## config.mk

```make
export PLATFORM = sky130hd
export DESIGN_NAME = rs_top
export DESIGN_NICKNAME = d
export VERILOG_FILES = /design/src/ooo_pkg.sv /design/src/rs_cdb_if.sv /design/src/reservation_station.sv /design/src/rs_dispatch.sv /design/src/rs_top.sv
export SDC_FILE = /design/constraint.sdc
export NUM_CORES = 2
export LEC_CHECK = 0
export ABC_AREA = 1
export BUFFER_PORTS_ARGS = -buffer_cell sky130_fd_sc_hd__buf_2
export CAP_MARGIN = 40
export CORE_MARGIN = 1
export CORE_UTILIZATION = 36
export DETAILED_ROUTE_END_ITERATION = 8
export GPL_ROUTABILITY_DRIVEN = 0
export PLACE_DENSITY = 0.63
export SLEW_MARGIN = 20
export SYNTH_ARGS = -nofsm -noshare
export SYNTH_HDL_FRONTEND = slang
export SYNTH_SLANG_ARGS = --single-unit
```

## constraint.sdc

```tcl
create_clock -name in_clk -period 16.9 [get_ports in_clk]
set_input_delay 2.535 -clock in_clk [delete_from_list [all_inputs] [get_ports in_clk]]
set_output_delay 2.535 -clock in_clk [all_outputs]
set_load 0.01 [all_outputs]
```

## src/ooo_pkg.sv

```systemverilog
package ooo_pkg;

  // datapath word and reorder buffer tag widths
  localparam int gpr_size     = 64;
  localparam int rob_idx_size = 5;

  // which station an instruction is steered to
  typedef enum logic {
    fu_alu,
    fu_ls
  } fu_t;

  // opcodes carried through the stations untouched
  typedef enum logic [2:0] {
    op_add,
    op_sub,
    op_and,
    op_orr,
    op_eor,
    op_ldr,
    op_str
  } alu_op_t;

  // condition flags
  typedef struct packed {
    logic n;
    logic z;
    logic c;
    logic v;
  } nzcv_t;

  // one source operand, either a value or the rob tag producing it
  typedef struct packed {
    logic                    valid;
    logic [gpr_size-1:0]     value;
    logic [rob_idx_size-1:0] rob_index;
  } operand_t;

  // one dispatched instruction as held in a station slot
  typedef struct packed {
    alu_op_t                 op;
    operand_t                op_a;
    operand_t                op_b;
    logic [rob_idx_size-1:0] dst_rob_index;
    logic                    needs_nzcv;
    logic                    nzcv_valid;
    nzcv_t                   nzcv;
    logic [rob_idx_size-1:0] nzcv_rob_index;
    logic                    set_nzcv;
  } rs_entry_t;

  // what a functional unit receives on issue
  typedef struct packed {
    alu_op_t                 op;
    logic [gpr_size-1:0]     val_a;
    logic [gpr_size-1:0]     val_b;
    logic [rob_idx_size-1:0] dst_rob_index;
    nzcv_t                   nzcv;
    logic                    set_nzcv;
  } issue_t;

  // capture a broadcast value into an operand still waiting on that tag
  function automatic operand_t wake_operand(input operand_t opnd, input logic bus_valid,
                                            input logic [rob_idx_size-1:0] bus_index,
                                            input logic [gpr_size-1:0] bus_value);
    wake_operand = opnd;
    if (bus_valid && !opnd.valid && opnd.rob_index == bus_index) begin
      wake_operand.valid = 1'b1;
      wake_operand.value = bus_value;
    end
  endfunction

  // apply one cdb broadcast to every waiting field of an entry
  function automatic rs_entry_t wake_entry(input rs_entry_t entry, input logic bus_valid,
                                           input logic [rob_idx_size-1:0] bus_index,
                                           input logic [gpr_size-1:0] bus_value,
                                           input logic bus_set_nzcv, input nzcv_t bus_nzcv);
    wake_entry      = entry;
    wake_entry.op_a = wake_operand(entry.op_a, bus_valid, bus_index, bus_value);
    wake_entry.op_b = wake_operand(entry.op_b, bus_valid, bus_index, bus_value);
    // flags only come from a producer that actually writes them
    if (bus_valid && bus_set_nzcv && entry.needs_nzcv && !entry.nzcv_valid &&
        entry.nzcv_rob_index == bus_index) begin
      wake_entry.nzcv_valid = 1'b1;
      wake_entry.nzcv       = bus_nzcv;
    end
  endfunction

endpackage

```

## src/rs_cdb_if.sv

```systemverilog
interface rs_cdb_if;
  import ooo_pkg::*;

  // broadcast from the rob, no handshake
  logic                    valid;
  logic [rob_idx_size-1:0] rob_index;
  logic [gpr_size-1:0]     value;
  // flags are only meaningful with set_nzcv high
  logic                    set_nzcv;
  nzcv_t                   nzcv;

  // the rob side drives the bus
  modport source (
    output valid, rob_index, value, set_nzcv, nzcv
  );

  // dispatch and stations snoop it
  modport listener (
    input valid, rob_index, value, set_nzcv, nzcv
  );

endinterface

```

## src/reservation_station.sv

```systemverilog
module reservation_station #(
  parameter int rs_size = 4
) (
  input  logic               in_clk,
  input  logic               in_rst,
  input  logic               flush,
  // write port from dispatch
  input  logic               write,
  input  ooo_pkg::rs_entry_t write_entry,
  output logic               full,
  // wakeup source
  rs_cdb_if.listener         cdb,
  // four-phase issue to the functional unit
  output logic               issue_req,
  output ooo_pkg::issue_t    issue_data,
  input  logic               issue_ack
);
  import ooo_pkg::*;

  // slot index width, at least one bit
  localparam int idx_w = (rs_size > 1) ? $clog2(rs_size) : 1;

  typedef enum logic [1:0] {
    st_idle,
    st_requesting,
    st_draining
  } issue_state_t;

  // slot payload
  rs_entry_t          entries [rs_size];
  // per-slot occupancy
  logic [rs_size-1:0] occupied;
  logic [rs_size-1:0] ready;
  logic [idx_w-1:0]   free_idx;
  logic [idx_w-1:0]   ready_idx;
  // slot currently offered to the functional unit
  logic [idx_w-1:0]   issue_idx;
  logic               ready_found;
  logic               do_write;
  logic               start_issue;
  issue_state_t       state;

  // priority select, lowest set bit wins
  function automatic logic [idx_w-1:0] lowest_set(input logic [rs_size-1:0] bits);
    lowest_set = '0;
    for (int i = rs_size - 1; i >= 0; i--) begin
      if (bits[i]) begin
        lowest_set = idx_w'(i);
      end
    end
  endfunction

  // ready once both operands are in, and flags too when they are needed
  always_comb begin
    for (int i = 0; i < rs_size; i++) begin
      ready[i] = occupied[i] && entries[i].op_a.valid && entries[i].op_b.valid &&
                 (!entries[i].needs_nzcv || entries[i].nzcv_valid);
    end
  end

  assign full        = &occupied;
  assign free_idx    = lowest_set(~occupied);
  assign ready_idx   = lowest_set(ready);
  assign ready_found = |ready;

  // dispatch never writes into a full station, the guard keeps slots safe anyway
  assign do_write = write && !full;

  // pick a new entry only with the fu's ack back at zero
  assign start_issue = (state == st_idle) && ready_found && !issue_ack;

  assign issue_req = (state == st_requesting);

  // payload path
  always_ff @(posedge in_clk) begin
    // every stored field snoops the bus each cycle
    // this keeps going while the fu stalls
    for (int i = 0; i < rs_size; i++) begin
      entries[i] <= wake_entry(entries[i], cdb.valid, cdb.rob_index, cdb.value,
                               cdb.set_nzcv, cdb.nzcv);
    end
    // new entry lands in the lowest free slot
    if (do_write) begin
      entries[free_idx] <= write_entry;
    end
    // latch the chosen entry, held while issue_req is up
    if (start_issue) begin
      issue_idx                <= ready_idx;
      issue_data.op            <= entries[ready_idx].op;
      issue_data.val_a         <= entries[ready_idx].op_a.value;
      issue_data.val_b         <= entries[ready_idx].op_b.value;
      issue_data.dst_rob_index <= entries[ready_idx].dst_rob_index;
      issue_data.nzcv          <= entries[ready_idx].nzcv;
      issue_data.set_nzcv      <= entries[ready_idx].set_nzcv;
    end
  end

  // occupancy and issue handshake
  always_ff @(posedge in_clk) begin
    if (in_rst || flush) begin
      // flush drops everything, including a write in the same cycle
      occupied <= '0;
      state    <= st_idle;
    end else begin
      case (state)
        st_idle: begin
          if (start_issue) begin
            state <= st_requesting;
          end
        end
        // entry stays occupied until the fu takes it
        st_requesting: begin
          if (issue_ack) begin
            occupied[issue_idx] <= 1'b0;
            state               <= st_draining;
          end
        end
        // wait for the fu to drop ack before the next request
        st_draining: begin
          if (!issue_ack) begin
            state <= st_idle;
          end
        end
        default: begin
          state <= st_idle;
        end
      endcase
      // the write slot is free, so it never collides with the freed one
      if (do_write) begin
        occupied[free_idx] <= 1'b1;
      end
    end
  end

endmodule

```

## src/rs_dispatch.sv

```systemverilog
module rs_dispatch (
  input  logic               in_clk,
  input  logic               in_rst,
  // rob side, four-phase
  input  logic               dispatch_req,
  input  ooo_pkg::fu_t       dispatch_fu,
  input  ooo_pkg::rs_entry_t dispatch_entry,
  output logic               dispatch_ack,
  // broadcast snoop for the capture cycle
  rs_cdb_if.listener         cdb,
  // station side
  input  logic               alu_full,
  input  logic               ls_full,
  output logic               alu_write,
  output logic               ls_write,
  output ooo_pkg::rs_entry_t write_entry
);
  import ooo_pkg::*;

  // handshake phases with the rob
  typedef enum logic [1:0] {
    st_idle,
    st_wait_space,
    st_acked,
    st_release
  } dispatch_state_t;

  dispatch_state_t state;
  dispatch_state_t state_next;
  logic            target_full;
  logic            accepting;
  logic            capture;

  // full flag of whichever station the instruction goes to
  assign target_full = (dispatch_fu == fu_alu) ? alu_full : ls_full;

  // ack low in every state but acked, so a held request may be taken
  assign accepting = (state != st_acked);
  assign capture   = accepting && dispatch_req && !target_full;

  // one-cycle write strobe to the chosen station
  assign alu_write = capture && (dispatch_fu == fu_alu);
  assign ls_write  = capture && (dispatch_fu == fu_ls);

  // merge a broadcast landing in the capture cycle
  // otherwise the station would store a stale tag and miss it
  assign write_entry = wake_entry(dispatch_entry, cdb.valid, cdb.rob_index, cdb.value,
                                  cdb.set_nzcv, cdb.nzcv);

  assign dispatch_ack = (state == st_acked);

  always_comb begin
    state_next = state;
    case (state)
      // release is the return-to-zero phase, a new request may already wait
      st_idle, st_release: begin
        if (capture) begin
          state_next = st_acked;
        end else if (dispatch_req) begin
          state_next = st_wait_space;
        end else begin
          state_next = st_idle;
        end
      end
      // station full, rob keeps the request up
      st_wait_space: begin
        if (capture) begin
          state_next = st_acked;
        end else if (!dispatch_req) begin
          state_next = st_idle;
        end
      end
      // hold ack until the rob drops its request
      st_acked: begin
        if (!dispatch_req) begin
          state_next = st_release;
        end
      end
      default: begin
        state_next = st_idle;
      end
    endcase
  end

  always_ff @(posedge in_clk) begin
    if (in_rst) begin
      state <= st_idle;
    end else begin
      state <= state_next;
    end
  end

endmodule

```

## src/rs_top.sv

```systemverilog
module rs_top #(
  parameter int alu_rs_size = 8,
  parameter int ls_rs_size  = 4
) (
  input  logic                                in_clk,
  input  logic                                in_rst,
  input  logic                                flush,
  // dispatch from the rob
  input  logic                                dispatch_req,
  input  ooo_pkg::fu_t                        dispatch_fu,
  input  ooo_pkg::rs_entry_t                  dispatch_entry,
  output logic                                dispatch_ack,
  // common data bus
  input  logic                                cdb_valid,
  input  logic [ooo_pkg::rob_idx_size-1:0]    cdb_rob_index,
  input  logic [ooo_pkg::gpr_size-1:0]        cdb_value,
  input  logic                                cdb_set_nzcv,
  input  ooo_pkg::nzcv_t                      cdb_nzcv,
  // alu issue
  output logic                                alu_issue_req,
  output ooo_pkg::issue_t                     alu_issue_data,
  input  logic                                alu_issue_ack,
  // load/store issue
  output logic                                ls_issue_req,
  output ooo_pkg::issue_t                     ls_issue_data,
  input  logic                                ls_issue_ack
);
  import ooo_pkg::*;

  // station back-pressure and write strobes
  logic      alu_full;
  logic      ls_full;
  logic      alu_write;
  logic      ls_write;
  // one entry bus shared by both stations, the strobe picks the target
  rs_entry_t write_entry;

  rs_cdb_if cdb_bus ();

  // drive the broadcast bus from the top-level pins
  assign cdb_bus.valid     = cdb_valid;
  assign cdb_bus.rob_index = cdb_rob_index;
  assign cdb_bus.value     = cdb_value;
  assign cdb_bus.set_nzcv  = cdb_set_nzcv;
  assign cdb_bus.nzcv      = cdb_nzcv;

  rs_dispatch dispatch_i (
    .in_clk        (in_clk),
    .in_rst        (in_rst),
    .dispatch_req  (dispatch_req),
    .dispatch_fu   (dispatch_fu),
    .dispatch_entry(dispatch_entry),
    .dispatch_ack  (dispatch_ack),
    .cdb           (cdb_bus.listener),
    .alu_full      (alu_full),
    .ls_full       (ls_full),
    .alu_write     (alu_write),
    .ls_write      (ls_write),
    .write_entry   (write_entry)
  );

  reservation_station #(
    .rs_size(alu_rs_size)
  ) alu_rs (
    .in_clk     (in_clk),
    .in_rst     (in_rst),
    .flush      (flush),
    .write      (alu_write),
    .write_entry(write_entry),
    .full       (alu_full),
    .cdb        (cdb_bus.listener),
    .issue_req  (alu_issue_req),
    .issue_data (alu_issue_data),
    .issue_ack  (alu_issue_ack)
  );

  reservation_station #(
    .rs_size(ls_rs_size)
  ) ls_rs (
    .in_clk     (in_clk),
    .in_rst     (in_rst),
    .flush      (flush),
    .write      (ls_write),
    .write_entry(write_entry),
    .full       (ls_full),
    .cdb        (cdb_bus.listener),
    .issue_req  (ls_issue_req),
    .issue_data (ls_issue_data),
    .issue_ack  (ls_issue_ack)
  );

endmodule

```

[Word-level counts from Yosys, hierarchy flattened]
Memory sizes are Yosys's and may differ from the RTL's. A register that Yosys moved wholly into a read port is not among the register bits.
Index checks and enable logic that the tools add are counted.
W data, S select, Z words.
Operators by class
  mux-type cells: 98
  bitwise logic cells: 9
  reductions and logical operators: 222
  magnitude comparators: 8
  equal/unequal tests: 55
Operator list (count)
  $mux W65: 26
  $eq A5 B5 Y1: 39
  $logic_and A1 B1 Y1: 142
  $mux W5: 13
  $logic_not A1 Y1: 56
  $mux W3: 16
  $mux W2: 18
  $mux W8: 4
  $pmux W2 S3: 3
  $mux W4: 4
  $not A8 Y8: 2
  $logic_or A1 B1 Y1: 13
  $mux W1: 10
  $and A8 B8 Y8: 1
  $eq A2 B2 Y1 const B: 4
  $lt A3 B4 Y1 const B: 2
  $ne A2 B1 Y1 const B: 4
  $ne A2 B2 Y1 const B: 4
  $not A4 Y4: 2
  $or A8 B8 Y8: 1
  $reduce_and A8 Y1: 1
  $reduce_or A8 Y1: 1
  $demux W1 S3: 2
  $eq A2 B1 Y1 const B: 3
  other kinds (14): 21
Storage, ports and cells
  output and inout port bits: 285
  logic and storage cells: 401
  register bits after elaboration: 23
  memories: 2
  input port bits: 242
  bits in writable memories: 1920
Memories
  alu_rs.entries: words 8, width 160, rd ports 9, clocked after memory_dff 1, write ports 9, RTL line reservation_station.sv:30  | rs_entry_t entries [rs_size];
  ls_rs.entries: words 4, width 160, rd ports 5, clocked after memory_dff 1, write ports 5, RTL line reservation_station.sv:30

[Depth between registers and ports, before layout]
  depth after elaboration: 15
  mapped depth: 17
  mapped depth without buffers: 15

[Modules after synthesis]
From an unflattened synthesis, not the netlist that was laid out.
Unflattened totals
  cell total of the unflattened synthesis: 11957
  area total of the unflattened synthesis: 109468.7 µm²
By module, submodules not included
  reservation_station at alu_rs: seq. area each 42961.2 µm², times used 1, area each 70053.4 µm², cells each 7653
  reservation_station at ls_rs: seq. area each 23632.7 µm², times used 1, area each 36552.6 µm², cells each 3731
  rs_dispatch: seq. area each 40.0 µm², times used 1, area each 2862.7 µm², cells each 573

[Worst setup path after synthesis]
Ideal clock, no wire load.
  path kind: input to register
  from: input alu_issue_ack
  to: register alu_rs.issue_data[0] (netlist name)
  path buffers: 0
  path slack: 3.762 ns
  arrival time: 12.315 ns
  required time: 16.077 ns
  setup time: 0.823 ns
  stages: 1
  cell sequence: nor3_1
Between the ends
  cells in the longest elaborated chain, start to end: 2
RTL lines
  start, declared: RTL line rs_top.sv:22  | input logic alu_issue_ack,
  $logic_not A1 Y1: RTL line reservation_station.sv:70  | assign start_issue = (state == st_idle) && ready_found && !issue_ack;
  $logic_and A1 B1 Y1: RTL line reservation_station.sv:70
No other way between the ends.
A chain may end at the register's enable or synchronous reset.

==> summary.md <==
| Metric | Value |
|---|---|
| Final setup fails | `0` |
| CTS Buffer Depth | `4` |
| Crit Reg-Reg Startpoint | `alu_rs.entries[4][11]` |
| DRC | `0` |
| HP Start | `dispatch_i.state[1]` |
| Placed Area | `112000 um2` |
| Initial core utilization | `36.2%` |
| GRT Util Overall | `23.3%` |
| Min-Delay Path Depth | `2` |
| Gate power share | `6.1%` |
| Worst Skew | `0.0777 ns` |
| Num CTS Buffers | `262` |
| Number of global-route vias before repair | `74800` |
| Worst reg-to-reg setup slack | `10.95 ns` |
| Die footprint | `295000 um2` |
| Main synth FF type | `edfxtp_1` |
| Critical path class | `input pin to register` |
| Final setup TNS | `0 ns` |
| Fill cells | `27900` |
| Final wirelength | `352 mm` |
| Syn_area_per_cell | `9.71 um2` |
| Register-to-Register Path Depth | `19` |
| Peak VDD IR | `0.0000763 V` |
| Die width | `543 um` |
| P&R area growth vs syn | `14.3%` |
| Ys async rst share | `0%` |
| Clock Power Share | `44.5%` |
| Critical path data arrival time | `6.58 ns` |
| Worst setup EP type | `register` |
| Net Sw Power | `2.97 mW` |
| Sequential area share after synthesis | `63.3%` |
| Via count | `80600` |
| Worst-path clk slew | `0.05 ns` |
| Sink Count | `2225` |
| Cells after DPL | `14600` |
| Mapped Area | `105000 um2` |
| Initial DRC Count | `9402` |
| H-tree depth | `5` |
| Clock tree from TritonCTS | `yes` |
| Most frequent cells after synthesis | `2382 x nand2_1, 2207 x edfxtp_1, 1331 x inv_1, 1170 x nand3_1, 1145 x o21ai_0` |
| Setup repair bufs after CTS | `0` |
| Grt ovf | `0` |
| Final core utilization | `41.4%` |
| First-pass GRT wire length | `503 mm` |
| I/O pin cnt | `527` |
| Clk_lat worst skew | `0.92 ns` |
| CP startpoint kind | `input pin` |
| Crit Path Max Fanout | `50` |
| Cell count after synthesis | `10800` |
| Area of the multi-input gates | `29700 um2` |
| Clk root buf | `clkbuf_16` |
| Post-route cell area | `120000 um2` |
| Number of library cell types mapped by synthesis | `53` |
| Hpwl dp | `218 mm` |
| Seq cells post-synth | `2225` |
| Max_cap viols | `0` |
| DP Worst Slack | `10.11 ns` |
| Largest net degree at the start of global routing | `171` |
| Overall Power | `12.6 mW` |
| CORE AREA | `291000 um2` |
| Die Y | `543 um` |
| Setup WS post-layout | `10.91 ns` |
| Rows | `198` |
| Worst r2r dst | `alu_rs.issue_data[84]` |
| Post-synth EDFFs | `2207` |
| Vias per cell | `5.33` |
| CTS Hold Buffers Added | `0` |
| Worst EP required | `17.49 ns` |
| Slew @ Worst Pin | `1.12 ns` |
| Top cell type's share of synthesized area | `63.0%` |
| Fin cells | `15100` |
| Final net count | `11300` |
| LEAKAGE | `49.0 nW` |
| Post-route clock period utilization | `35.4%` |
| Fin. max-slew vios | `0` |
| Detail Route Antenna Nets | `0` |
| Max-slew headroom | `25.4%` |
| Layout cells sized above 1 | `11.4%` |
| Sw Share | `23.7%` |
| Most frequent cell after synthesis | `nand2_1` |
| Final hold viol count | `0` |
| Buffers on Ports | `526` |
| # resized after CTS | `0` |
| First-pass DRT Iterations | `6` |
| Register area | `66600 um2` |
| Cell area power density | `105 nW/um2` |
| RSZ-0062 raised after global routing | `no` |
| Syn nets | `11100` |
| Status | `complete, no violations` |
| Largest area contributor in the netlist | `edfxtp_1` |
| Peak Freq | `0.167 GHz` |
| Fraction of power consumed by sequential logic | `49.4%` |
| Internal cell power | `9.60 mW` |
| Fin crit period | `5.99 ns` |
| YS warnings | `0` |
| Hold WC Path Type | `register to register` |
| Hold slack | `0.481 ns` |
| Initial antenna violation count | `48` |
| DR WL/cell | `23.3 um` |
| Area contributors post-synth | `edfxtp_1 63%, nand2_1 8.5%, nand3_1 5.6%, o21ai_0 5.4%, inv_1 4.7%` |
| Hold Path End | `dispatch_i.state[1]` |
-- kinds of logic after synthesis --
| family | synth area share (%) |
|---|---|
| and+or+nand+nor | 15.7 |
| AOI/OAI and AO/OA | 11.9 |
| buffers and inverters | 8.88 |
| DFF | 63.3 |
| xor gates and xnor gates | 0.216 |
| adders and majority gates | 0.0238 |
-- worst max-delay path, cell delays in order --
cell     delay (ns)
buf_2          0.17
inv_2          0.54
buf_4          0.52
o22ai_1        0.15
a21oi_1        0.23
nand3_4        0.58
buf_4          0.63
o21ai_0        0.75
buf_2          0.28
o21ai_0        0.08
-- routing by layer --
layer	part of all wire, %	global-route usage, %	vias up
met5	0.078	0	-
met1	40	31.0	38400
met2	46	37.5	4032
li1	-	-	37400
met4	3.9	9.20	42
met3	9.5	4.01	709
-- sequential cells by signal, indices dropped and copies added, names as in the netlist --
signal and cells:
alu_rs.entries 1280, alu_rs.issue_data 141, alu_rs.issue_idx 3, alu_rs.occupied 8, alu_rs.state 2, dispatch_i.state 2, ls_rs.entries 640, ls_rs.issue_data 141
ls_rs.issue_idx 2, ls_rs.occupied 4, ls_rs.state 2
-- worst max path at each step --
stage,to,slack [ns],start,cells after the start
finish,alu_rs.entries[7][103],10.91,cdb_rob_index[1],10
global route,alu_rs.issue_data[84],10.70,alu_rs.entries[4][11],19
CTS,alu_rs.issue_data[84],10.79,alu_rs.entries[4][11],18
detailed placement,alu_rs.entries[7][103],10.11,cdb_rob_index[1],10
global placement,alu_rs.entries[0][102],9.95,cdb_rob_index[1],9
floorplan,alu_rs.issue_data[0],3.76,alu_issue_ack,1
-- power groups by stage --
stage / Sequential (mW) / Combinational, mW / Clock (mW)
after floorplan: 6.33 / 0.434 / 0
after global placement: 6.33 / 0.710 / 0
after detailed placement: 6.33 / 0.746 / 0
after CTS: 6.21 / 0.749 / 5.66
after global routing: 6.22 / 0.834 / 5.86
final: 6.21 / 0.762 / 5.60
-- final cells by class --
cell class | count | share of cell area, %
multi-input cells | 6358 | 24.7
diodes | 18 | 0.0375
inverters | 1350 | 4.27
clock buffers | 311 | 5.66
flip-flops and latches | 2225 | 55.4
well taps | 3900 | 4.06
clock inverters | 145 | 1.25
repair buffers | 814 | 4.67
-- cell usage in the layout, fill, tap and decap left out, types with 6 or more instances in the layout --
master      Yosys  layout
a211oi_1       26      26
bufinv_16       0      19
clkinv_2        0      41
xnor2_1         6       6
xor2_1         20      20
inv_1        1331    1329
inv_16          0       9
o31ai_4         0       7
nand3_4         1       6
clkinv_8        0       6
o22ai_1       186     186
dfxtp_1        18      18
clkbuf_1      400      45
clkbuf_4        0      14
a2111oi_0      20      20
inv_2          18       8
o21ai_0      1145    1142
nor2_1        346     345
diode_2         0      18
nand3_1      1170    1166
nor4_1         10      10
nor2_4          9      10
a21oi_1        38      37
edfxtp_1     2207    2207
buf_2         376     535
nand2_4         1      21
clkbuf_16       0     264
clkinv_1        0      48
clkinvlp_4      0       9
o21ai_1       914     914
nand2_1      2382    2362
o21ai_2         6       9
buf_16          0      32
buf_12          0      16
a221oi_1       10      10
inv_6           0      16
buf_4           6     215
(Power assumes the default switching activity.)
